$ cat src/include/tinker_consts.svh
`ifndef TINKER_CONSTS_SVH
`define TINKER_CONSTS_SVH

// datapath widths
`define TK_XLEN 64   // register and data word
`define TK_ALEN 32   // pc and byte address
`define TK_RIDX 5    // register index
`define TK_LIT  12   // instruction literal

// reset values
`define TK_PC_RESET 32'h0000_2000
`define TK_SP_RESET 64'h0000_0000_0008_0000   // initial r31

// mov r0,r0, opcode 0x11 in bits 31:27
`define TK_NOP     32'h8800_0000
`define TK_PC_STEP 32'd4                       // bytes per instruction

// logic and shifts
`define TK_OP_AND    5'h00
`define TK_OP_OR     5'h01
`define TK_OP_XOR    5'h02
`define TK_OP_NOT    5'h03
`define TK_OP_SHFTR  5'h04
`define TK_OP_SHFTRI 5'h05
`define TK_OP_SHFTL  5'h06
`define TK_OP_SHFTLI 5'h07
// control flow
`define TK_OP_BR     5'h08   // pc = rd
`define TK_OP_BRR    5'h09   // pc += rd
`define TK_OP_BRRL   5'h0a   // pc += sext(L)
`define TK_OP_BRNZ   5'h0b
`define TK_OP_BRGT   5'h0e
`define TK_OP_HALT   5'h0f
// moves and memory
`define TK_OP_LOAD   5'h10   // mov rd,(rs)(L)
`define TK_OP_MOV    5'h11   // mov rd,rs
`define TK_OP_MOVL   5'h12   // mov rd,L
`define TK_OP_STORE  5'h13   // mov (rd)(L),rs
// integer arithmetic
`define TK_OP_ADD    5'h18
`define TK_OP_ADDI   5'h19
`define TK_OP_SUB    5'h1a
`define TK_OP_SUBI   5'h1b
`define TK_OP_MUL    5'h1c

`endif

$ cat src/tinker_pkg.sv
`include "tinker_consts.svh"

package tinker_pkg;

    // instruction word, msb first
    typedef struct packed {
        logic [4:0]          opcode;
        logic [`TK_RIDX-1:0] rd;
        logic [`TK_RIDX-1:0] rs;
        logic [`TK_RIDX-1:0] rt;
        logic [`TK_LIT-1:0]  lit;
    } instr_t;

    typedef struct packed {
        logic reg_write;   // rd written in WB
        logic mem_read;    // load in MEM
        logic mem_write;   // store in MEM
        logic mem_to_reg;  // WB takes load data
        logic is_branch;
        logic halt;
    } ctrl_t;

    // EX operand source
    typedef enum logic [1:0] {
        from_rf    = 2'd0,
        from_exmem = 2'd1,
        from_memwb = 2'd2
    } fwd_sel_t;

    typedef struct packed {
        ctrl_t               ctrl;
        logic [4:0]          opcode;
        logic [`TK_RIDX-1:0] rd;
        logic [`TK_RIDX-1:0] rs;
        logic [`TK_RIDX-1:0] rt;
        logic [`TK_LIT-1:0]  lit;
        logic [`TK_XLEN-1:0] rd_val;
        logic [`TK_XLEN-1:0] rs_val;
        logic [`TK_XLEN-1:0] rt_val;
    } idex_t;

    typedef struct packed {
        ctrl_t               ctrl;
        logic [`TK_XLEN-1:0] alu_result;   // also the memory address
        logic [`TK_XLEN-1:0] store_data;
        logic [`TK_RIDX-1:0] rd_dest;
    } exmem_t;

    typedef struct packed {
        ctrl_t               ctrl;
        logic [`TK_XLEN-1:0] mem_data;
        logic [`TK_XLEN-1:0] alu_result;
        logic [`TK_RIDX-1:0] rd_dest;
    } memwb_t;

    // writeback, shared by regfile, forwarding and retire
    typedef struct packed {
        logic                we;
        logic [`TK_RIDX-1:0] dest;
        logic [`TK_XLEN-1:0] data;
    } wb_t;

    typedef struct packed {
        logic                we;
        logic [`TK_ALEN-1:0] addr;
        logic [`TK_XLEN-1:0] data;
    } store_t;

endpackage

$ cat src/tinker_hazard.sv
module tinker_hazard (
    input  logic                  clk,
    input  logic                  reset,
    input  tinker_pkg::idex_t     idex,
    input  tinker_pkg::instr_t    id_instr,
    input  tinker_pkg::ctrl_t     exmem_ctrl,
    input  logic [4:0]            exmem_dest,
    input  tinker_pkg::ctrl_t     memwb_ctrl,
    input  logic [4:0]            memwb_dest,
    output logic                  stall,
    output tinker_pkg::fwd_sel_t  sel_rd,
    output tinker_pkg::fwd_sel_t  sel_rs,
    output tinker_pkg::fwd_sel_t  sel_rt
);

    // newest producer first
    function automatic tinker_pkg::fwd_sel_t pick(
        input logic [4:0]        idx,
        input tinker_pkg::ctrl_t ex_ctrl,
        input logic [4:0]        ex_dest,
        input tinker_pkg::ctrl_t wb_ctrl,
        input logic [4:0]        wb_dest
    );
        if (ex_ctrl.reg_write && ex_dest == idx) return tinker_pkg::from_exmem;
        if (wb_ctrl.reg_write && wb_dest == idx) return tinker_pkg::from_memwb;
        return tinker_pkg::from_rf;
    endfunction

    // load data only exists after MEM, so one bubble for any field match
    assign stall = idex.ctrl.mem_read &&
                   (idex.rd == id_instr.rd || idex.rd == id_instr.rs ||
                    idex.rd == id_instr.rt);

    always_comb begin
        sel_rd = pick(idex.rd, exmem_ctrl, exmem_dest, memwb_ctrl, memwb_dest);
        sel_rs = pick(idex.rs, exmem_ctrl, exmem_dest, memwb_ctrl, memwb_dest);
        sel_rt = pick(idex.rt, exmem_ctrl, exmem_dest, memwb_ctrl, memwb_dest);
    end

    // the bubble pushed into ID/EX must clear the load next cycle
    a_stall_one_cycle: assert property (@(posedge clk) disable iff (reset)
        stall |=> !stall);

endmodule

$ cat config.mk
export PLATFORM = sky130hd
export DESIGN_NAME = tinker_hazard
export DESIGN_NICKNAME = d
export VERILOG_FILES = /design/src/tinker_pkg.sv /design/src/tinker_hazard.sv
export VERILOG_INCLUDE_DIRS = /design/src /design/src/include
export SDC_FILE = /design/constraint.sdc
export NUM_CORES = 1
export LEC_CHECK = 0
export BUFFER_PORTS_ARGS = -buffer_cell sky130_fd_sc_hd__clkbuf_2
export CAP_MARGIN = 20
export CORE_AREA = 3 3 113 115
export DETAILED_ROUTE_END_ITERATION = 6
export DIE_AREA = 0 0 116 118
export MAX_ROUTING_LAYER = met4
export PLACE_DENSITY = 0.46
export RECOVER_POWER = 25
export SLEW_MARGIN = 10
export SYNTH_ARGS = -nofsm -noshare
export SYNTH_HDL_FRONTEND = slang
export SYNTH_SLANG_ARGS = --single-unit
$ cat constraint.sdc
create_clock -name vclk -period 0.9
set_clock_uncertainty 0.1 [all_clocks]
set_input_delay 0.045 -clock vclk [all_inputs]
set_output_delay 0.045 -clock vclk [all_outputs]
set_load 0.05 [all_outputs]
# After elaboration in Yosys (flattened, before gate mapping)
# Index checks and enable logic that the tools add are counted.
# W data, S select, Z words.
[totals] register_bits=0
[op_classes] eq_ne=9 muxes=21 n_reduce_logical=9
[ops] operator="$eq A5 B5 Y1" count=9
[ops] operator="$mux W2" count=12
[ops] operator="$mux W1" count=9
[ops] operator="$logic_and A1 B1 Y1" count=7
[ops] operator="$logic_or A1 B1 Y1" count=2

# Longest topological paths before layout
[depth] ltp_word=6 mapped_depth=5 ltp_nobuf=4

# Least setup slack after synthesis
# Ideal clock, no wire load.
[synth_timing] path_type="in2out" start="input port idex[215] in the netlist's numbering" end="output port sel_rd[1]" arrival_ns=1.366 t_required_ns=0.755 setup_slack_ns=-0.611 stages=5 n_path_buf=1 path_cell_list="clkbuf_8 > xor2_1 > nor4_1 > and3_2 > nor2_1"
[synth_via] elab_chain_cells=6 elab_cells_between_ends=10 cone_classes="eq/ne (2); mux (6); reduce/logical (2)"
[synth_rtl] item="start, declared" line="tinker_hazard.sv:4" rtl="input tinker_pkg::idex_t idex,"
[synth_rtl] item="$eq A5 B5 Y1" line="tinker_hazard.sv:25" rtl="if (wb_ctrl.reg_write && wb_dest == idx) return tinker_pkg::from_memwb;"
[synth_rtl] item="$logic_and A1 B1 Y1" line="tinker_hazard.sv:25"
[synth_rtl] item="$mux W1 (2 in a row)" line="tinker_hazard.sv:25"
[synth_rtl] item="$mux W2" line="tinker_hazard.sv:26" rtl="return tinker_pkg::from_rf;"
[synth_rtl] item="$mux W2 (*)" line="tinker_hazard.sv:25"
[synth_rtl] item="end, declared" line="tinker_hazard.sv:11" rtl="output tinker_pkg::fwd_sel_t sel_rd,"
# Every way passes the cells marked *; elsewhere a longest branch is shown, timed or not. The select of a mux whose other input is x is not followed.

# Worst setup path after layout
[layout_timing] start="input port memwb_dest[2]" end="output port sel_rt[1]"
[layout_via] elab_chain_cells=6 elab_cells_between_ends=7 cone_classes="eq/ne (1); mux (5); reduce/logical (1)"
[layout_rtl] item="start, declared" line="tinker_hazard.sv:9" rtl="input logic [4:0] memwb_dest,"
[layout_rtl] item="$eq A5 B5 Y1 (*)" line="tinker_hazard.sv:25"
[layout_rtl] item="$logic_and A1 B1 Y1 (*)" line="tinker_hazard.sv:25"
[layout_rtl] item="$mux W1 (2 in a row)" line="tinker_hazard.sv:25"
[layout_rtl] item="$mux W2 (*)" line="tinker_hazard.sv:26"
[layout_rtl] item="$mux W2 (*)" line="tinker_hazard.sv:25"
[layout_rtl] item="end, declared" line="tinker_hazard.sv:13" rtl="output tinker_pkg::fwd_sel_t sel_rt"
# Marks and branches as above.

==> metrics.md <==
| Metric | Value |
|---|---|
| Run status | complete, but fails checks |
| Failing checks | setup timing |
| Max_cap viols | 0 |
| CP Class | input pin to primary output |
| Worst-Margin Slew | 0.2772 ns |
| Final Setup Violations | 7 |
| Slew HR | 0.8135 |
| Syn nets | 358 |
| Cell Area, Placed | ~1100 um2 |
| RSZ-0062 raised after global routing | yes |
| GPL Wtd Cong | 0.8019 |
| Slew Viols, Final | 0 |
| Crit path launch type | input pin |
| Critical Path RT | 0.75 ns |
| FP Rows | 40 |
| Crit-path max FO | 3 |
| Power Density | 404.4 nW/um2 |
| Vias per cell | between 2 and 3 |
| Vias in the first global route | just under 800 |
| Nets | 416 |
| Post-Syn Area | 578.1 um2 |
| Leak pwr | 0.5701 nW |
| Clock buffer count | 0 |
| ANT nets after route | 0 |
| Share of the synthesized area in the top cell type | 0.5455 |
| CP Capture Type | primary output |
| DRT Pass-1 Iters | 3 |
| Area Overhead vs Synth | 142.4% |
| Initial antenna violation count | 0 |
| Global-route wire length before repair | around 4500 um |
| Final hold vios | 0 |
| Netlist cell types | 9 |
| Highest Clock Rate | slightly below 0.8 GHz |
| Final period utilization | 1.414 |
| Post-Layout Cell Count | 275 |
| Sequential area share after synthesis | 0 |
| Synth Warn # | 0 |
| FF+latch count | 0 |
| Via count | about 700 |
| Peak supply drop | 0.00004883 V |
| Placed Cells | 275 |
| Core Region | about 12000 um2 |
| PortBufs | 50 |
| Antenna Cells | 0 |
| Final Critical Period | 1.272 ns |
| Hold_ws | between 0.4 and 0.5 ns |
| Most common cell after layout, fill and taps aside | xor2_1 |
| # DRC | 0 |
| Final wirelength | 3321 um |
| Full die area | approximately 14000 um2 |
| Synth Instances | 72 |
| Setup tns final | -2.253 ns |
| 1st-iter DRT viols | 27 |
| Final WS setup | -0.3724 ns |
| Grt ovf | 0 |
| Largest net degree at the start of global routing | 6 |
| Largest cells by area after synthesis | xor2_1 (55%), xnor2_1 (14%), nor4_1 (9.7%), nand3_1 (6.1%), buf_6 (5.8%) |
| Share of layout cells above drive strength 1 | 0.5938 |
| Commonest non-fill, non-tap cells in the layout | xor2_1 (33), clkbuf_2 (30), xnor2_1 (9) |
| I/O pin total | 293 |
| Yosys top cell by area | xor2_1 |
| Worst Hold Path Cells | 4 |
| Routed wire per std cell | 12.08 um |
| Filler cells | 1353 |
| Die Ht | 118 um |
| Hold WC Path Type | input pin to primary output |
| Syn Area/Cell | about 8 um2 |
| Initial core utilization | 0.04853 |
| Chip width | between 100 and 150 um |
| Worst path arrival time | 1.13 ns |
| Fin area | 1401 um2 |
| # hold bufs at CTS | 0 |
| Register area | 0 um2 |
| Total global-route track usage | 0.04431 |
## repair_timing
action / in CTS / in global routing
setup buffers: 0 / 0
gates cloned: 0 / 0
gates resized for setup: 32 / 34
pin swaps: 26 / 22
endpoints found under the setup margin: 7 / 7
## cell families after synthesis
logic type / share of synthesized area
AND/OR/NAND/NOR: 0.2121
buffers and inverters: 0.1061
XOR/XNOR: 0.6818
## power breakdown
| part | switching [mW] | leakage, nW | internal [mW] | total, mW |
|---|---|---|---|---|
| sequential | 0 | 0 | 0 | 0 |
| clock | 0 | 0 | 0 | 0 |
| combinational | 0.258 | 0.570 | 0.308 | 0.567 |
## layout make-up
cell class,instances,area (um2),area share
tap,147,183.9,0.1313
multi-input combinational,67,619.3,0.4420
timing repair buffer,61,598.1,0.4268
## cell usage after synthesis, drive strengths merged
cell / instances
xor2: 36
nor4: 9
xnor2: 9
nand3: 7
and3: 3
buf: 3
nor2: 3
clkbuf: 2
## critical path: stages
cell and delay, ns:
buf_8 0.11, xor2_1 0.16, nor4_1 0.31, nand3_1 0.19, nor2_4 0.16, buf_8 0.15
## worst paths after layout
check	startpoint	to	slack (ns)
hold / removal	memwb_ctrl[5]	sel_rs[1]	0.42
setup / recovery	memwb_dest[2]	sel_rt[1]	-0.37
## per-layer routing
| layer | vias up | share of wire | global-route usage |
|---|---|---|---|
| met5 | - | 0 | - |
| met4 | 0 | 0.012 | 0 |
| met3 | 4 | 0.11 | 0.02211 |
| met2 | 24 | 0.53 | 0.08094 |
| met1 | 317 | 0.35 | 0.04506 |
| li1 | 348 | - | - |
## through the flow
stage / setup slack [ns] / utilization / total power, mW
after floorplan: -0.2318 / - / 0.2352
after global placement: -0.4701 / 0.09212 / 0.4468
after detailed placement: -0.5669 / 0.09212 / 0.4490
after CTS: -0.4147 / 0.1088 / 0.5154
after global routing: -0.4304 / 0.1176 / 0.6181
final: -0.3724 / 0.1176 / 0.5667
(Power assumes the default switching activity.)
