--- config.mk ---
export PLATFORM = sky130hd
export DESIGN_NAME = tinker_branch
export DESIGN_NICKNAME = d
export VERILOG_FILES = /design/src/tinker_branch.sv
export VERILOG_INCLUDE_DIRS = /design/src /design/src/include
export SDC_FILE = /design/constraint.sdc
export NUM_CORES = 1
export LEC_CHECK = 0
export BUFFER_PORTS_ARGS = -buffer_cell sky130_fd_sc_hd__buf_4
export CAP_MARGIN = 20
export CELL_PAD_IN_SITES_DETAIL_PLACEMENT = 0
export CELL_PAD_IN_SITES_GLOBAL_PLACEMENT = 1
export CORE_MARGIN = 2
export CORE_UTILIZATION = 26
export DETAILED_ROUTE_END_ITERATION = 10
export PLACE_DENSITY = 0.91
export SLEW_MARGIN = 10
export SYNTH_ARGS = -nofsm -noshare
export SYNTH_HDL_FRONTEND = slang
export SYNTH_SLANG_ARGS = --single-unit
--- constraint.sdc ---
create_clock -name vclk -period 3.6
set_input_delay 0 -clock vclk [all_inputs]
set_output_delay 0 -clock vclk [all_outputs]
set_load 0.01 [all_outputs]
--- src/include/tinker_consts.svh ---
`ifndef TINKER_CONSTS_SVH
`define TINKER_CONSTS_SVH

// datapath widths
`define TK_XLEN 64   // register and data word
`define TK_ALEN 32   // pc and byte address
`define TK_RIDX 5    // register index
`define TK_LIT  12   // instruction literal

// reset values
`define TK_PC_RESET 32'h0000_2000
`define TK_SP_RESET 64'h0000_0000_0008_0000   // initial r31

// mov r0,r0, opcode 0x11 in bits 31:27
`define TK_NOP     32'h8800_0000
`define TK_PC_STEP 32'd4                       // bytes per instruction

// logic and shifts
`define TK_OP_AND    5'h00
`define TK_OP_OR     5'h01
`define TK_OP_XOR    5'h02
`define TK_OP_NOT    5'h03
`define TK_OP_SHFTR  5'h04
`define TK_OP_SHFTRI 5'h05
`define TK_OP_SHFTL  5'h06
`define TK_OP_SHFTLI 5'h07
// control flow
`define TK_OP_BR     5'h08   // pc = rd
`define TK_OP_BRR    5'h09   // pc += rd
`define TK_OP_BRRL   5'h0a   // pc += sext(L)
`define TK_OP_BRNZ   5'h0b
`define TK_OP_BRGT   5'h0e
`define TK_OP_HALT   5'h0f
// moves and memory
`define TK_OP_LOAD   5'h10   // mov rd,(rs)(L)
`define TK_OP_MOV    5'h11   // mov rd,rs
`define TK_OP_MOVL   5'h12   // mov rd,L
`define TK_OP_STORE  5'h13   // mov (rd)(L),rs
// integer arithmetic
`define TK_OP_ADD    5'h18
`define TK_OP_ADDI   5'h19
`define TK_OP_SUB    5'h1a
`define TK_OP_SUBI   5'h1b
`define TK_OP_MUL    5'h1c

`endif

--- src/tinker_branch.sv ---
`include "tinker_consts.svh"

module tinker_branch (
    input  logic [4:0]          opcode,
    input  logic [`TK_LIT-1:0]  lit,
    input  logic [`TK_ALEN-1:0] pc,       // pc of the branch itself
    input  logic [`TK_XLEN-1:0] rd_val,
    input  logic [`TK_XLEN-1:0] rs_val,
    input  logic [`TK_XLEN-1:0] rt_val,
    output logic                take_branch,
    output logic [`TK_ALEN-1:0] branch_target
);

    logic [`TK_ALEN-1:0] lit_ext;

    // byte offset, no scaling
    assign lit_ext = {{(`TK_ALEN-`TK_LIT){lit[`TK_LIT-1]}}, lit};

    always_comb begin
        take_branch   = 1'b0;
        branch_target = rd_val[`TK_ALEN-1:0];   // absolute target, the common case
        case (opcode)
            `TK_OP_BR:   take_branch = 1'b1;
            `TK_OP_BRR: begin
                take_branch   = 1'b1;
                branch_target = pc + rd_val[`TK_ALEN-1:0];
            end
            `TK_OP_BRRL: begin
                take_branch   = 1'b1;
                branch_target = pc + lit_ext;
            end
            `TK_OP_BRNZ: take_branch = (rs_val != '0);
            `TK_OP_BRGT: take_branch = ($signed(rs_val) > $signed(rt_val));
            default:     take_branch = 1'b0;
        endcase
    end

    // operands come straight from the regfile, no forwarding here;
    // producers must sit three or more slots ahead

endmodule

* After elaboration in Yosys (flattened, before gate mapping)
Cells that the tools add are included.
Storage, ports and cells: flip-flop bits (word level) 0, input bits 241
Operators by class: multiplexer cells 2, equality and inequality tests 5, magnitude comparators 1, $add $sub $neg 2, reduce and logical (&&, ||, !) cells 2
Operators by type and width (number):
- 32-bit adder | 2
- 64-bit greater-than comparator | 1
- 32-bit one-hot mux with 2 select lines | 1
- 64-bit nonzero test | 1
- 5-bit by 4-bit equality test with 1-bit output, second input constant | 5
- 1-bit one-hot mux with 3 select lines | 1
- 3-bit OR reduction | 1

* Depth between registers and ports, before layout
Gate-level depths: netlist of the first run.
depth after elaboration 3, depth in mapped cells 16, depth with buffers taken out 15

* Worst setup path before layout of the first run
Ideal clock, no wire load.
kind in2out, from in opcode[3], to out branch_target[22], stages 16, setup slack 0.070 ns, arrival 3.530 ns, buffers on the path 1, cells stage by stage nor2b_1 -> nor2b_1 -> nand2_1 -> clkbuf_1 -> mux2_2 -> ha_1 -> fa_1 -> a21o_1 -> a21oi_1 -> o21ai_0 -> o2bb2ai_1 -> o21ai_0 -> a21boi_0 -> o41ai_1 -> a21oi_1 -> o31ai_1
Between the ends: longest elaborated chain between the ends 2, elaborated cells between the ends (all ways) 3, those cells by class eq/ne (2); mux (1)
RTL lines:
- start: declaration | RTL line tinker_branch.sv:4 | input logic [4:0] opcode,
- 5-bit by 4-bit equality test with 1-bit output | RTL line tinker_branch.sv:22 | case (opcode)
- 32-bit one-hot mux with 2 select lines * | RTL line tinker_branch.sv:22
- end: declaration | RTL line tinker_branch.sv:11 | output logic [`TK_ALEN-1:0] branch_target
Mark *: on every way between the ends. The rest lies on a longest branch, timed or not.

* Final worst setup path of the first run
from in opcode[3], to out branch_target[30]
The elaborated chain is that of the path after synthesis.

==> results of run 1 <==
## layout by cell type (no fill, tap or decap), drive strengths merged, types with 4 or more instances in the layout
cell and count:
and3 6, nor2b 8, and4 4, nand4 16, xnor2 14, a211oi 10, o21ai 54, nor2 20
buf 284, a31oi 6, nand2 50, nand3 13, mux2 13, a21o 54, inv 82, o21a 5
nor4 16, ha 95, nor3 10, a21oi 42, xor2 11, o21bai 7
## Yosys cell counts, types with 8 or more instances
master	number	share of area, %
ha_1	95	29
a21o_1	54	9.8
nor4_1	16	2.4
nand4_1	16	2.4
xor2_1	11	2.3
nand2_1	50	4.5
clkbuf_1	11	1.0
nor2b_1	8	1.2
mux2_2	13	3.5
nor2_1	20	1.8
xnor2_1	14	3.0
a21oi_1	41	5.0
nor3_1	10	1.2
nand3_1	13	1.6
inv_1	82	7.5
o21ai_0	52	6.3
## power breakdown
part	switching, W	internal [W]
Clock	0	0
Combinational	0.000401	0.000474
Sequential	0	0
Total	0.000401	0.000474
## what timing repair did
action	in CTS	in global routing
gates resized for setup	2	18
endpoints found under the setup margin	7	13
pin swaps	0	7
buffers inserted	0	0
## metrics by stage
stage / cell area [sq um] / setup WS [ns] / util (%) / TNS [ns] / std cells
after global placement: 6480 / -0.0614 / 41.3 / -0.187 / 1081
after detailed placement: 6480 / -0.120 / 41.3 / -0.646 / 1081
after CTS: 6490 / 0.0122 / 41.3 / 0 / 1081
final: 6550 / 0.188 / 41.7 / 0 / 1081
after floorplan: 4130 / 0.0698 / - / 0 / 595
after global routing: 6550 / 0.00100 / 41.7 / 0 / 1081
## cells by family after synthesis
family	count (synthesis)	synth area share [%]
multiplexers	16	4.27
adder cells (fa/ha/maj)	96	29.3
buffers and inverters	96	8.82
AO/OA/AOI/OAI	199	31.6
AND/OR/NAND/NOR	163	20.8
XOR/XNOR	25	5.30
## layer usage
metal  part of all wire, %  GRT usage (%)  routed length, um
met5                     0              0                  0
met4                   1.1           1.77                170
met3                   7.9           2.46               1210
met2                    49           33.7               7590
met1                    42           21.1               6440
## worst paths after layout
check / to / slack [ns] / cells past startpoint
max: branch_target[30] / 0.19 / 18
min: branch_target[20] / 0.29 / 4
## cell type report
type	count	area, sq um
timing repair buffer	284	2140
inverter	82	308
fill	1689	9170
multi-input combinational	499	3830
tap	216	270
==> results.json, run 1 <==
{
  "p_leak_nw": 3.65,
  "maxCapViolCount": 0,
  "yosysWarnings": 0,
  "hp-class": "input pin to output port",
  "path_cells": "buf_4, nor2b_2, nor2b_1, buf_4, nand2_8, mux2_2, ha_2, fa_2, a21o_1, a21oi_2, o21ai_1, o2bb2ai_2, a2111oi_4, o211ai_1, a31oi_1, xor2_1, o21ai_0, buf_4",
  "route.detailed.drc": 0,
  "fin_hold_ws_ns": 0.288,
  "area_growth_pct": 58.6,
  "regArea_sq_um": 0,
  "dp_hpwl_mm": 14.2,
  "critPathBufInv": 3,
  "clkbuf_count": 0,
  "ir_drop_mv": 0.0453,
  "die_area_sq_um": 16900,
  "wire_per_inst_um": 14.3,
  "period_minus_slack_ns": 3.41,
  "synth_cells": 595,
  "worstSetupStartpoint": "opcode[3]",
  "status": "finished, final reports clean",
  "die_height_um": 130,
  "drive_gt1_share_pct": 36.9,
  "hold_buffers": 0,
  "finalPower_w": 0.000875,
  "vias_per_cell": 4.85,
  "rsz0062_at_grt": "false",
  "first_global_vias": 5195,
  "diodes": 0,
  "netlist_area_sq_um": 4130,
  "antenna_found_initial": 0,
  "relSlewSlack_pct": 52.3,
  "ios": 274,
  "critical_path_class": "input pin to output port",
  "hold_violations": 0,
  "required_ns": 3.60,
  "hold_path_startpoint": "rd_val[20]",
  "path_max_fanout": 5,
  "routed_wl_mm": 15.4,
  "cp_slowest_stage_delay_ns": 0.39,
  "core_sq_um": 15700,
  "clock.fmax_ghz": 0.293,
  "drtIter0Drc": 150,
  "vias": 5246,
  "gp_congestion": 0.888,
  "ys_types": 53,
  "arrival_ns": 3.41,
  "numPortBuffers": 242,
  "globalRouteOverflowTotal": 0,
  "crit_path_end_kind": "output port",
  "first_pass_iters": 4,
  "grt_max_degree": 35,
  "cp_slowest_cell": "a2111oi_4",
  "fin_crit_sh_pct": 94.8,
  "post_synth.cell_area_avg_sq_um": 6.94,
  "slew_violations": 0,
  "num_rows": 46,
  "grtUsageTotal_pct": 17.5,
  "setup_violations": 0,
  "synth.yosys.seq_area_share_pct": 0,
  "seq_cells": 0,
  "initial_core_util_pct": 26.3,
  "die_w_um": 130,
  "grt_pass1_wl_mm": 24.2,
  "worst_pin_slew_ns": 0.709,
  "nets": 1204,
  "powerDensity_nw_per_um2": 134,
  "syn_nets": 932,
  "crit_path_start_kind": "input pin",
  "path_delay_family": "compound AO/OA/AOI/OAI gates",
  "crit_top_cell": "buf_4",
  "drtAntennaViolNets": 0
}
Power figures use the tool's default switching activity.
==> run 2: changes to the inputs <==
REMOVE_ABC_BUFFERS = 1   (was not set)
==> results.json, run 2 (synthesis gave the netlist of run 1 again) <==
{
  "regArea_sq_um": 0,
  "dp_hpwl_mm": 14.5,
  "diodes": 0,
  "dp_slack_ns": -0.0493,
  "path_max_fanout": 20,
  "num_rows": 46,
  "arrival_ns": 3.43,
  "cp_slowest_stage_delay_ns": 0.31,
  "die_area_sq_um": 16900,
  "critical_path_class": "input pin to output port",
  "antenna_found_initial": 0,
  "initial_core_util_pct": 26.3,
  "required_ns": 3.60,
  "status": "finished, final reports clean",
  "final_common_cell": "buf_4",
  "grtUsageTotal_pct": 17.7,
  "worstSetupStartpoint": "opcode[3]",
  "first_global_vias": 5171,
  "die_height_um": 130,
  "hp-class": "input pin to output port",
  "area_growth_pct": 58.4,
  "fin_hold_ws_ns": 0.293,
  "crit_path_end": "branch_target[31]",
  "crit_top_cell": "buf_4",
  "maxCapViolCount": 0,
  "globalRouteOverflowTotal": 0,
  "cp_slowest_cell": "ha_1",
  "period_minus_slack_ns": 3.43,
  "worst_pin_slew_ns": 0.637,
  "crit_path_start_kind": "input pin",
  "vias": 5224,
  "vias_per_cell": 4.86,
  "grt_pass1_wl_mm": 24.3,
  "drtAntennaViolNets": 0,
  "final_cell_mix": "buf_4 (275), ha_1 (93), inv_1 (82)",
  "slew_violations": 0,
  "p_leak_nw": 3.64,
  "ios": 274,
  "clock.fmax_ghz": 0.291,
  "drtIter0Drc": 132,
  "fin_crit_sh_pct": 95.4,
  "clkbuf_count": 0,
  "nets": 1198,
  "gp_congestion": 0.867,
  "routed_wl_mm": 15.8,
  "core_sq_um": 15700,
  "ir_drop_mv": 0.0433,
  "die_w_um": 130,
  "first_pass_iters": 4,
  "finalSetupTns_ns": 0,
  "powerDensity_nw_per_um2": 133,
  "relSlewSlack_pct": 57.3,
  "wire_per_inst_um": 14.7,
  "seq_cells": 0,
  "crit_path_end_kind": "output port",
  "numPortBuffers": 242,
  "path_cells": "buf_4, nor2b_2, nor2b_4, buf_4, and3_1, buf_12, a21o_1, ha_1, nand3_1, nor2_1, nand3_1, nor3_1, buf_4, a211oi_4, a211oi_2, o22ai_2, and4bb_2, a211oi_2, buf_4",
  "hold_buffers": 0,
  "setup_violations": 0,
  "grt_max_degree": 41,
  "finalNonFillerCells": 1075,
  "layout_setup_ws_ns": 0.165,
  "drive_gt1_share_pct": 36.4,
  "route.detailed.drc": 0,
  "hold_violations": 0,
  "dp_cells": 1075
}
==> run 2: area by class of cell <==
| class | instances | area (sq um) |
|---|---|---|
| Tap cell | 216 | 270 |
| Timing Repair Buffer | 278 | 2110 |
| Inverter | 82 | 308 |
| Multi-Input combinational cell | 499 | 3850 |
| Fill cell | 1665 | 9180 |
==> run 2: worst min path at each step <==
stage	startpoint	end	slack, ns	cells after the start
after detailed placement	rd_val[20]	branch_target[20]	0.30	4
final	rd_val[20]	branch_target[20]	0.29	4
after global routing	rd_val[22]	branch_target[22]	0.32	4
after floorplan	rd_val[18]	branch_target[18]	0.13	2
after global placement	rd_val[27]	branch_target[27]	0.30	4
after CTS	rd_val[20]	branch_target[20]	0.30	4
==> run 2: metal layers <==
metal,vias up,track usage (%),part of all wire (%)
met5,-,0,0
met4,0,3.10,1.9
met3,20,2.87,7.4
met2,198,34.8,50
met1,2298,20.0,41
li1,2708,-,-
==> run 2: timing repair <==
item                                   in CTS  in global routing
setup endpoints to repair                   4                 11
pin swaps                                   1                  6
buffers inserted                            0                  0
endpoints found under the hold margin       0                  0
gates resized for setup                     4                 17
==> run 2: report_power, final <==
part           leakage [nW]  internal (W)  total [W]  switching, W
combinational          3.64      0.000471   0.000872      0.000401
sequential                0             0          0             0
clock                     0             0          0             0
==> run 2: per-stage QoR <==
| step | total power, W | area [sq um] | util [%] |
|---|---|---|---|
| CTS | 0.000864 | 6460 | 41.1 |
| global route | 0.000974 | 6540 | 41.6 |
| floorplan | 0.000457 | 4070 | - |
| global placement | 0.000849 | 6450 | 41.1 |
| finish | 0.000872 | 6540 | 41.6 |
| detailed placement | 0.000858 | 6450 | 41.1 |
==> run 2: worst max-delay path, delay by kind of cell <==
family	cells	cell delay, ns
AOI/OAI and AO/OA	5	0.81
adders and majority gates	1	0.31
buffers and inverters	5	0.72
and+or+nand+nor	8	1.58
