### src/include/tinker_consts.svh
`ifndef TINKER_CONSTS_SVH
`define TINKER_CONSTS_SVH

// datapath widths
`define TK_XLEN 64   // register and data word
`define TK_ALEN 32   // pc and byte address
`define TK_RIDX 5    // register index
`define TK_LIT  12   // instruction literal

// reset values
`define TK_PC_RESET 32'h0000_2000
`define TK_SP_RESET 64'h0000_0000_0008_0000   // initial r31

// mov r0,r0, opcode 0x11 in bits 31:27
`define TK_NOP     32'h8800_0000
`define TK_PC_STEP 32'd4                       // bytes per instruction

// logic and shifts
`define TK_OP_AND    5'h00
`define TK_OP_OR     5'h01
`define TK_OP_XOR    5'h02
`define TK_OP_NOT    5'h03
`define TK_OP_SHFTR  5'h04
`define TK_OP_SHFTRI 5'h05
`define TK_OP_SHFTL  5'h06
`define TK_OP_SHFTLI 5'h07
// control flow
`define TK_OP_BR     5'h08   // pc = rd
`define TK_OP_BRR    5'h09   // pc += rd
`define TK_OP_BRRL   5'h0a   // pc += sext(L)
`define TK_OP_BRNZ   5'h0b
`define TK_OP_BRGT   5'h0e
`define TK_OP_HALT   5'h0f
// moves and memory
`define TK_OP_LOAD   5'h10   // mov rd,(rs)(L)
`define TK_OP_MOV    5'h11   // mov rd,rs
`define TK_OP_MOVL   5'h12   // mov rd,L
`define TK_OP_STORE  5'h13   // mov (rd)(L),rs
// integer arithmetic
`define TK_OP_ADD    5'h18
`define TK_OP_ADDI   5'h19
`define TK_OP_SUB    5'h1a
`define TK_OP_SUBI   5'h1b
`define TK_OP_MUL    5'h1c

`endif

### src/tinker_pkg.sv
`include "tinker_consts.svh"

package tinker_pkg;

    // instruction word, msb first
    typedef struct packed {
        logic [4:0]          opcode;
        logic [`TK_RIDX-1:0] rd;
        logic [`TK_RIDX-1:0] rs;
        logic [`TK_RIDX-1:0] rt;
        logic [`TK_LIT-1:0]  lit;
    } instr_t;

    typedef struct packed {
        logic reg_write;   // rd written in WB
        logic mem_read;    // load in MEM
        logic mem_write;   // store in MEM
        logic mem_to_reg;  // WB takes load data
        logic is_branch;
        logic halt;
    } ctrl_t;

    // EX operand source
    typedef enum logic [1:0] {
        from_rf    = 2'd0,
        from_exmem = 2'd1,
        from_memwb = 2'd2
    } fwd_sel_t;

    typedef struct packed {
        ctrl_t               ctrl;
        logic [4:0]          opcode;
        logic [`TK_RIDX-1:0] rd;
        logic [`TK_RIDX-1:0] rs;
        logic [`TK_RIDX-1:0] rt;
        logic [`TK_LIT-1:0]  lit;
        logic [`TK_XLEN-1:0] rd_val;
        logic [`TK_XLEN-1:0] rs_val;
        logic [`TK_XLEN-1:0] rt_val;
    } idex_t;

    typedef struct packed {
        ctrl_t               ctrl;
        logic [`TK_XLEN-1:0] alu_result;   // also the memory address
        logic [`TK_XLEN-1:0] store_data;
        logic [`TK_RIDX-1:0] rd_dest;
    } exmem_t;

    typedef struct packed {
        ctrl_t               ctrl;
        logic [`TK_XLEN-1:0] mem_data;
        logic [`TK_XLEN-1:0] alu_result;
        logic [`TK_RIDX-1:0] rd_dest;
    } memwb_t;

    // writeback, shared by regfile, forwarding and retire
    typedef struct packed {
        logic                we;
        logic [`TK_RIDX-1:0] dest;
        logic [`TK_XLEN-1:0] data;
    } wb_t;

    typedef struct packed {
        logic                we;
        logic [`TK_ALEN-1:0] addr;
        logic [`TK_XLEN-1:0] data;
    } store_t;

endpackage

### src/tinker_decode.sv
`include "tinker_consts.svh"

module tinker_decode (
    input  tinker_pkg::instr_t instr,
    output tinker_pkg::ctrl_t  ctrl
);

    always_comb begin
        ctrl = '0;   // unknown opcode behaves as a nop
        case (instr.opcode)
            // result lands in rd
            `TK_OP_ADD, `TK_OP_ADDI, `TK_OP_SUB, `TK_OP_SUBI, `TK_OP_MUL,
            `TK_OP_AND, `TK_OP_OR, `TK_OP_XOR, `TK_OP_NOT,
            `TK_OP_SHFTR, `TK_OP_SHFTRI, `TK_OP_SHFTL, `TK_OP_SHFTLI,
            `TK_OP_MOV, `TK_OP_MOVL: begin
                ctrl.reg_write = 1'b1;
            end
            `TK_OP_LOAD: begin
                ctrl.reg_write  = 1'b1;
                ctrl.mem_read   = 1'b1;   // hazard unit watches this
                ctrl.mem_to_reg = 1'b1;
            end
            `TK_OP_STORE: begin
                ctrl.mem_write = 1'b1;    // address rd+L, data rs
            end
            // resolved in ID, nothing later
            `TK_OP_BR, `TK_OP_BRR, `TK_OP_BRRL, `TK_OP_BRNZ, `TK_OP_BRGT: begin
                ctrl.is_branch = 1'b1;
            end
            `TK_OP_HALT: begin
                ctrl.halt = 1'b1;         // rides to WB then raises hlt
            end
            default: begin
                ctrl = '0;
            end
        endcase
    end

endmodule

### config.mk
export PLATFORM = sky130hd
export DESIGN_NAME = tinker_decode
export DESIGN_NICKNAME = d
export VERILOG_FILES = /design/src/tinker_pkg.sv /design/src/tinker_decode.sv
export VERILOG_INCLUDE_DIRS = /design/src /design/src/include
export SDC_FILE = /design/constraint.sdc
export NUM_CORES = 1
export LEC_CHECK = 0
export BUFFER_PORTS_ARGS = -buffer_cell sky130_fd_sc_hd__buf_2
export CORE_AREA = 3 3 40 42
export DETAILED_ROUTE_END_ITERATION = 16
export DIE_AREA = 0 0 43 45
export MAX_ROUTING_LAYER = met4
export REMOVE_ABC_BUFFERS = 1
export SETUP_SLACK_MARGIN = 0.4
export SLEW_MARGIN = 30
export SYNTH_ARGS = -nofsm -noshare
export SYNTH_HDL_FRONTEND = slang
export SYNTH_SLANG_ARGS = --single-unit
export TNS_END_PERCENT = 10
### constraint.sdc
create_clock -name vclk -period 0.8
set_input_delay 0.16 -clock vclk [all_inputs]
set_output_delay 0.16 -clock vclk [all_outputs]
set_load 0.01 [all_outputs]
# [Yosys cells after proc, flatten, opt, wreduce, memory -nomap -nowiden]
# Index checks and enable logic that the tools add are counted.
[op_classes] n_addsub=0 multipliers=0 n_div=0 order_cmp=0 n_eq_ne=22 shifts=0 muxes=5 n_bitwise=0 reduce_logical=3
[op_table] operator="$eq 5x5->1 const B" n=9
[op_table] operator="$eq 5x4->1 const B" n=6
[op_table] operator="$eq 5x3->1 const B" n=4
[op_table] operator="$reduce_or 16->1" n=1
[op_table] operator="$eq 5x2->1 const B" n=2
[op_table] operator="$eq 5x1->1 const B" n=1
[op_table] operator="$logic_not 5->1" n=1
[op_table] operator="$mux 1" n=5
[op_table] operator="$reduce_or 5->1" n=1
[totals] register_bits=0 latchBits=0 ramBits=0 romBits=0 input_bits=32 output_inout_bits=6 word_cells=30 n_memories=0

# [Longest topological paths before layout]
# Gate-level depths: netlist (run 1).
[depth] depth_word=3 depth_mapped=4 ltp_nobuf=3

# [Worst setup path after synthesis (run 1)]
# OpenSTA, ideal clock, no wires.
[synth_timing] path_kind="input-to-output" start="input instr[29] (netlist name)" end="output ctrl[4] (netlist name)" t_arrival_ns=0.816 required_ns=0.640 path_slack_ns=-0.176 path_stages=4 n_path_buf=1 path_cell_list="nor2_1 -> nand2_1 -> nor3_1 -> buf_4"
[synth_lines] element="from (decl)" line_no="tinker_decode.sv:4" source="input tinker_pkg::instr_t instr,"
[synth_lines] element="to (decl)" line_no="tinker_decode.sv:5" source="output tinker_pkg::ctrl_t ctrl"

==> results.toml, run 1 <==
[status]
status = "finished with violations"
violations = "negative setup slack"

[critical_path]
crit_family = "buffers and inverters"
crit_path_cell_trace = "buf_6, and2b_1, o21ba_1, buf_2"
start_kind = "input port"
critPathBufInv = 2
setup.worst_path.class = "in -> out"
crit_start = "instr[30]"
cpPeakStageDelay_ns = 0.22
crit_required_ns = 0.64
slowest_stage = "o21ba_1"
cp_max_fo = 4
critPathCaptureType = "primary output"
arrival_ns = 0.77

[min_path]
hold_path.class = "in -> out"
min-delay-start = "instr[29]"

[detailed_routing]
drc = 0
vias = 150
wl_um = 379
firstDrtPassIters = 1
viasPerCell = 3.488
antenna_left = 0
wl_per_cell_um = 8.814
drt-initial-drc-count = 0

[pwr]
power_density_mw_per_mm2 = 440.7
power_mw = 0.09484
leakage_nw = 0.1091
vdd_drop_max_mv = 0.07566

[die]
die_height_um = 45
start_util = 0.06913
die_area_mm2 = 0.001935
die-width_um = 43
boundaryPins = 38
core-area_mm2 = 0.001285
rows = 13

[final_layout]
drive_gt1_frac = 0.6071
register_area_um2 = 0
areaGrowthSynthToFinish_pct = 142.3
seq_cell_count = 0
layout.nets = 62
final.clkbuf_count = 0
n_antenna_cell = 0

[sta]
setup_viol = 6
period_needed_ns = 0.9349
period_share = 1.169
max_freq_ghz = 1.070
rsz0062_at_grt = "true"
worst_pin_slew_ns = 0.1546
relSlewSlack = 0.8964
slew_violations = 0
hold_ws_ns = 0.5879
finalHoldViolations = 0
worst_slack_ns = -0.1349

[placed_design]
portBuffers = 11
gp_congestion = 0.7575
post-place-ws_ns = -0.1668
hpwl_um = 260.6

[logic_synthesis]
synth_top_area_share = 0.1408
synth_top_area_cell = "nand2b_1"
avgSynthCellArea_um2 = 5.552
netlist_area_um2 = 88.84
yosys-top-cells-area = "nand2b_1, nand2_1, nor2_1"
yosys_warnings = 0
synth.top_cells.by_count = "nand2_1, nor2_1, nand2b_1"
yosysSeqAreaShare = 0
netlist_instances = 16
ys_types = 11

[global_route]
track_usage = 0.03757
grt_max_degree = 6
globalRoute.totalOverflow = 0
grt_pass1_wl_um = 593
grt_pass1_vias = 158
antenna_found_initial = 0

[run]
cap_viol_max_count = 0

[clock_tree]
postCtsHoldBufs = 0
cts_setup_buffers = 0
final cells by class:
class | instances | area (µm²)
multi-input cells | 15 | 101.3
fillers | 149 | 1070
repair buffers | 13 | 95.09
well taps | 15 | 18.77
final timing paths:
| check | end | slack, ns | cells after the start |
|---|---|---|---|
| max | ctrl[5] | -0.13 | 4 |
| min | ctrl[1] | 0.59 | 3 |
cells by family after synthesis:
| family | after synthesis | share of synthesized area |
|---|---|---|
| and+or+nand+nor | 11 | 0.6056 |
| AOI/OAI and AO/OA | 4 | 0.3098 |
| buffers and inverters | 1 | 0.08454 |
power by group:
part / internal, mW / switching (mW)
Sequential: 0 / 0
Clock: 0 / 0
Combinational: 0.0536 / 0.0412
per-layer routing:
metal | up-vias | wire (µm) | GRT usage
li1 | 76 | - | -
met1 | 68 | 152 | 0.03810
met2 | 6 | 206 | 0.08084
met3 | 0 | 20 | 0.003984
met4 | 0 | 0 | 0
met5 | - | 0 | -
timing repair:
action | 4_1_cts | 5_1_grt
pin swaps | 6 | 2
endpoints found under the setup margin | 6 | 6
resized for setup | 8 | 3
metrics by stage:
step                      utilization  area, µm²  setup TNS, ns  instances
final                          0.1675      215.2        -0.5394         43
after global routing           0.1675      215.2        -0.8706         43
after CTS                      0.1558      200.2        -0.5234         43
after detailed placement       0.1324      170.2        -0.8034         43
after global placement         0.1324      170.2        -0.7443         43
after floorplan                     -      81.33        -0.2782         15
placed cells by master, fill, tap and decap left out:
| cell type | instances |
|---|---|
| nand2b_4 | 1 |
| a21boi_2 | 1 |
| and2b_1 | 1 |
| buf_6 | 4 |
| a21oi_2 | 1 |
| nor2_1 | 3 |
| buf_4 | 2 |
| nand2_1 | 3 |
| nor3_2 | 1 |
| o21ba_1 | 1 |
| o21ai_1 | 1 |
| nand2b_1 | 1 |
| buf_2 | 7 |
| nor2b_1 | 1 |
Power figures use the tool's default switching activity.
==> inputs of run 2 (changes only) <==
--- a/config.mk
+++ b/config.mk
@@ -11,7 +11,6 @@
 export DETAILED_ROUTE_END_ITERATION = 16
 export DIE_AREA = 0 0 43 45
 export MAX_ROUTING_LAYER = met4
-export REMOVE_ABC_BUFFERS = 1
 export SETUP_SLACK_MARGIN = 0.4
 export SLEW_MARGIN = 30
 export SYNTH_ARGS = -nofsm -noshare
==> run 2 against run 1 <==
Effect of this change:
- the flow still finishes with violations (negative setup slack)
- design area rose by 14%
- largest power group unchanged
- first-iteration DRC count unchanged
- via count fell by 4.0%
- total power is 22% higher
==> results.toml, run 2 (synthesis results as in run 1) <==
[final_layout]
design_area_um2 = 245.2
layout.nets = 61
n_antenna_cell = 0
register_area_um2 = 0
finalNonFillerCells = 42
areaGrowthSynthToFinish_pct = 176.1
final_cell_mix = "buf_2, nor2_1, nand2_1, buf_6, buf_8"
final.clkbuf_count = 0
seq_cell_count = 0
drive_gt1_frac = 0.7037
layout_commonest_cell = "buf_2"

[run]
cap_viol_max_count = 0

[critical_path]
arrival_ns = 0.75
cpPeakStageDelay_ns = 0.22
crit_path_cell_trace = "buf_8, and2b_1, o21ba_4, buf_6"
critPathCaptureType = "primary output"
crit_required_ns = 0.64
cp_max_fo = 4
slowest_stage = "o21ba_4"
crit_start = "instr[30]"
setup.worst_path.class = "in -> out"
start_kind = "input port"

[min_path]
min-delay-start = "instr[29]"
whs_endpoint = "ctrl[1]"
whs_path_depth = 3
hold_path.class = "in -> out"

[detailed_routing]
antenna_left = 0
wl_per_cell_um = 8.238
drc = 0
wl_um = 346
firstDrtPassIters = 1
viasPerCell = 3.429
drt-initial-drc-count = 0
vias = 144

[die]
die_area_mm2 = 0.001935
rows = 13
die-width_um = 43
core-area_mm2 = 0.001285
die_height_um = 45
start_util = 0.06913
boundaryPins = 38

[placed_design]
hpwl_um = 267.6
post_dp_cell_area_um2 = 173.9
portBuffers = 11
dp_cells = 42
gp_congestion = 0.6875

[sta]
relSlewSlack = 0.9175
period_needed_ns = 0.9128
rsz0062_at_grt = "true"
finalHoldViolations = 0
worst_pin_slew_ns = 0.1235
worst_slack_ns = -0.1128
period_share = 1.141
slew_violations = 0
hold_ws_ns = 0.5895
setup_viol = 6
max_freq_ghz = 1.096

[global_route]
antenna_found_initial = 0
grt_max_degree = 6
globalRoute.totalOverflow = 0
grt_pass1_wl_um = 579
track_usage = 0.03675
grt_pass1_vias = 138

[pwr]
vdd_drop_max_mv = 0.06405
leakage_nw = 0.1186
power_density_mw_per_mm2 = 471.8

[clock_tree]
postCtsHoldBufs = 0
cts_setup_buffers = 0

[status]
status = "finished with violations"
violations = "negative setup slack"

[logic_synthesis]
synth_nets = 48
## run 2: cell types whose count changed in the layout (fill, tap and decap cells not counted), sizes merged
cell	before	now
buf	13	12
## run 2: metal layers
| metal | track usage | up-vias | share of wire |
|---|---|---|---|
| li1 | - | 74 | - |
| met1 | 0.04535 | 62 | 0.31 |
| met2 | 0.06587 | 8 | 0.52 |
| met3 | 0.007968 | 0 | 0.17 |
| met4 | 0 | 0 | 0 |
| met5 | - | - | 0 |
## run 2: worst max-delay path by stage
| stage | end | slack [ns] |
|---|---|---|
| 2_1_floorplan | ctrl[4] | -0.02 |
| 3_5_place_dp | ctrl[5] | -0.18 |
| 4_1_cts | ctrl[5] | -0.14 |
| 3_3_place_gp | ctrl[5] | -0.19 |
| 6_report | ctrl[5] | -0.11 |
| 5_1_grt | ctrl[0] | -0.17 |
## run 2: through the flow
| stage | worst slack [ns] | total power, mW | utilization | setup TNS [ns] |
|---|---|---|---|---|
| global route | -0.1655 | 0.1257 | 0.1908 | -0.8729 |
| floorplan | -0.01751 | 0.03259 | - | -0.01751 |
| finish | -0.1128 | 0.1157 | 0.1908 | -0.5263 |
| global placement | -0.1896 | 0.07185 | 0.1353 | -0.7157 |
| CTS | -0.1421 | 0.09354 | 0.1665 | -0.5236 |
| detailed placement | -0.1769 | 0.07161 | 0.1353 | -0.6872 |
## run 2: timing repair
action                                  4_1_cts  5_1_grt
endpoints found under the setup margin        6        6
resized for setup                            10        7
pin swaps                                     6        2
## run 2: cell type report
| cell class | count | area, µm² |
|---|---|---|
| multi-input combinational | 15 | 125.1 |
| fill | 146 | 1040 |
| tap | 15 | 18.77 |
| timing repair buffer | 12 | 101.3 |
## run 2: report_power, final
part           total, mW  internal (mW)  leakage (nW)  switching (mW)
Combinational      0.116         0.0685         0.119          0.0472
Clock                  0              0             0               0
Sequential             0              0             0               0
Total              0.116         0.0685         0.119          0.0472
## run 2: worst max-delay path: cells and delay by family
family	cells	cell delay [ns]
simple gates	1	0.17
compound gates	1	0.22
buf+inv	2	0.20
==> inputs of run 3 (changes only) <==
--- a/config.mk
+++ b/config.mk
@@ -12,7 +12,8 @@
 export DIE_AREA = 0 0 43 45
 export MAX_ROUTING_LAYER = met4
 export SETUP_SLACK_MARGIN = 0.4
-export SLEW_MARGIN = 30
+export SKIP_LAST_GASP = 1
+export SLEW_MARGIN = 10
 export SYNTH_ARGS = -nofsm -noshare
 export SYNTH_HDL_FRONTEND = slang
 export SYNTH_SLANG_ARGS = --single-unit
==> run 3 against run 2 <==
Effect of this change:
- the run still ends with negative setup slack left
- non-clock buffer count stayed put
- setup slack worse by 0.022 ns
- wire length is 6.9% lower
- sequential cell count stayed put
- die area stayed put
- count of clock-buffer cells in the layout stayed put
- largest cell class unchanged
==> results.toml, run 3 (synthesis results as in run 1) <==
[final_layout]
final_cell_mix = "buf_2, nand2_1, nor2_1, buf_6"
seq_cell_count = 0
finalNonFillerCells = 42
final.clkbuf_count = 0
drive_gt1_frac = 0.7407
n_antenna_cell = 0
layout_commonest_cell = "buf_2"
register_area_um2 = 0
areaGrowthSynthToFinish_pct = 159.2
layout.nets = 61

[die]
die_area_mm2 = 0.001935
die-width_um = 43
core-area_mm2 = 0.001285
rows = 13
start_util = 0.06913
boundaryPins = 38
die_height_um = 45

[min_path]
hold_path.class = "in -> out"
whs_path_depth = 3
min-delay-start = "instr[28]"
whs_endpoint = "ctrl[2]"

[detailed_routing]
wl_um = 322
wl_per_cell_um = 7.667
firstDrtPassIters = 1
drc = 0
antenna_left = 0
drt-initial-drc-count = 0
viasPerCell = 3.571
vias = 150

[status]
violations = "negative setup slack"
status = "finished with violations"

[critical_path]
setup.worst_path.class = "in -> out"
cp_max_fo = 4
crit_path_cell_trace = "buf_8, and2b_1, o21ba_4, buf_2"
critPathBufInv = 2
arrival_ns = 0.78
start_kind = "input port"
crit_family = "buffers and inverters"
critPathCaptureType = "primary output"
cpPeakStageDelay_ns = 0.21
crit_required_ns = 0.64
slowest_stage = "o21ba_4"

[sta]
tns_ns = -0.6188
rsz0062_at_grt = "true"
max_freq_ghz = 1.069
worst_slack_ns = -0.1352
worst_pin_slew_ns = 0.1419
slew_violations = 0
finalHoldViolations = 0
period_needed_ns = 0.9352
setup_viol = 6
period_share = 1.169
relSlewSlack = 0.9048

[global_route]
grt_max_degree = 6
track_usage = 0.03675
grt_pass1_wl_um = 579
grt_pass1_vias = 145
globalRoute.totalOverflow = 0
antenna_found_initial = 0

[pwr]
pwr-share-seq = 0
vdd_drop_max_mv = 0.05272
combPwrFrac = 1.000
clkPwrFrac = 0
swShare = 0.4401
power_mw = 0.1042
leakage_nw = 0.1121
power_density_mw_per_mm2 = 452.8
p_sw_mw = 0.04588
intPower_mw = 0.05836

[logic_synthesis]
synth_nets = 48

[clock_tree]
cts_setup_buffers = 0

[run]
cap_viol_max_count = 0

[placed_design]
portBuffers = 11
hpwl_um = 267.6
post-place-ws_ns = -0.1769
gp_congestion = 0.6875
dp_cells = 42
[run 3: cell counts in the layout (fill, tap and decap cells not counted)]
Identical to the previous run, type by type.
[run 3: final cells by class]
type / count / area [µm²]
fillers: 144 / 1055
multi-input cells: 15 / 126.4
repair buffers: 12 / 85.08
well taps: 15 / 18.77
[run 3: what timing repair did]
action / CTS / global route
hold buffers: 0 / 0
resized for setup: 7 / 7
pin swaps: 3 / 2
cloned: 0 / 0
endpoints found under the setup margin: 6 / 6
[run 3: power groups by stage]
stage / Clock (mW) / Sequential [mW] / Combinational [mW]
after floorplan: 0 / 0 / 0.0326
after detailed placement: 0 / 0 / 0.0716
after global routing: 0 / 0 / 0.114
after global placement: 0 / 0 / 0.0718
final: 0 / 0 / 0.104
after CTS: 0 / 0 / 0.0888
[run 3: worst max path at each step]
stage               to      start  cells past startpoint  slack (ns)
2_1_floorplan  ctrl[4]  instr[29]                      4       -0.02
3_3_place_gp   ctrl[5]  instr[27]                      5       -0.19
3_5_place_dp   ctrl[5]  instr[27]                      5       -0.18
4_1_cts        ctrl[5]  instr[30]                      4       -0.14
5_1_grt        ctrl[5]  instr[27]                      5       -0.18
6_report       ctrl[5]  instr[30]                      4       -0.14
[run 3: layer usage]
metal | global-route usage | vias to the layer above | routed length, µm
met5 | - | - | 0
met4 | 0 | 0 | 0
met3 | 0.007968 | 0 | 47
met2 | 0.06587 | 8 | 156
met1 | 0.04535 | 68 | 118
li1 | - | 74 | -
[run 3: stage by stage]
stage	area, µm²	hold slack, ns	utilization
2_1_floorplan	100.1	0.3468	-
3_3_place_gp	173.9	0.6312	0.1353
3_5_place_dp	173.9	0.6298	0.1353
4_1_cts	203.9	0.6303	0.1587
5_1_grt	230.2	0.6577	0.1792
6_report	230.2	0.6388	0.1792
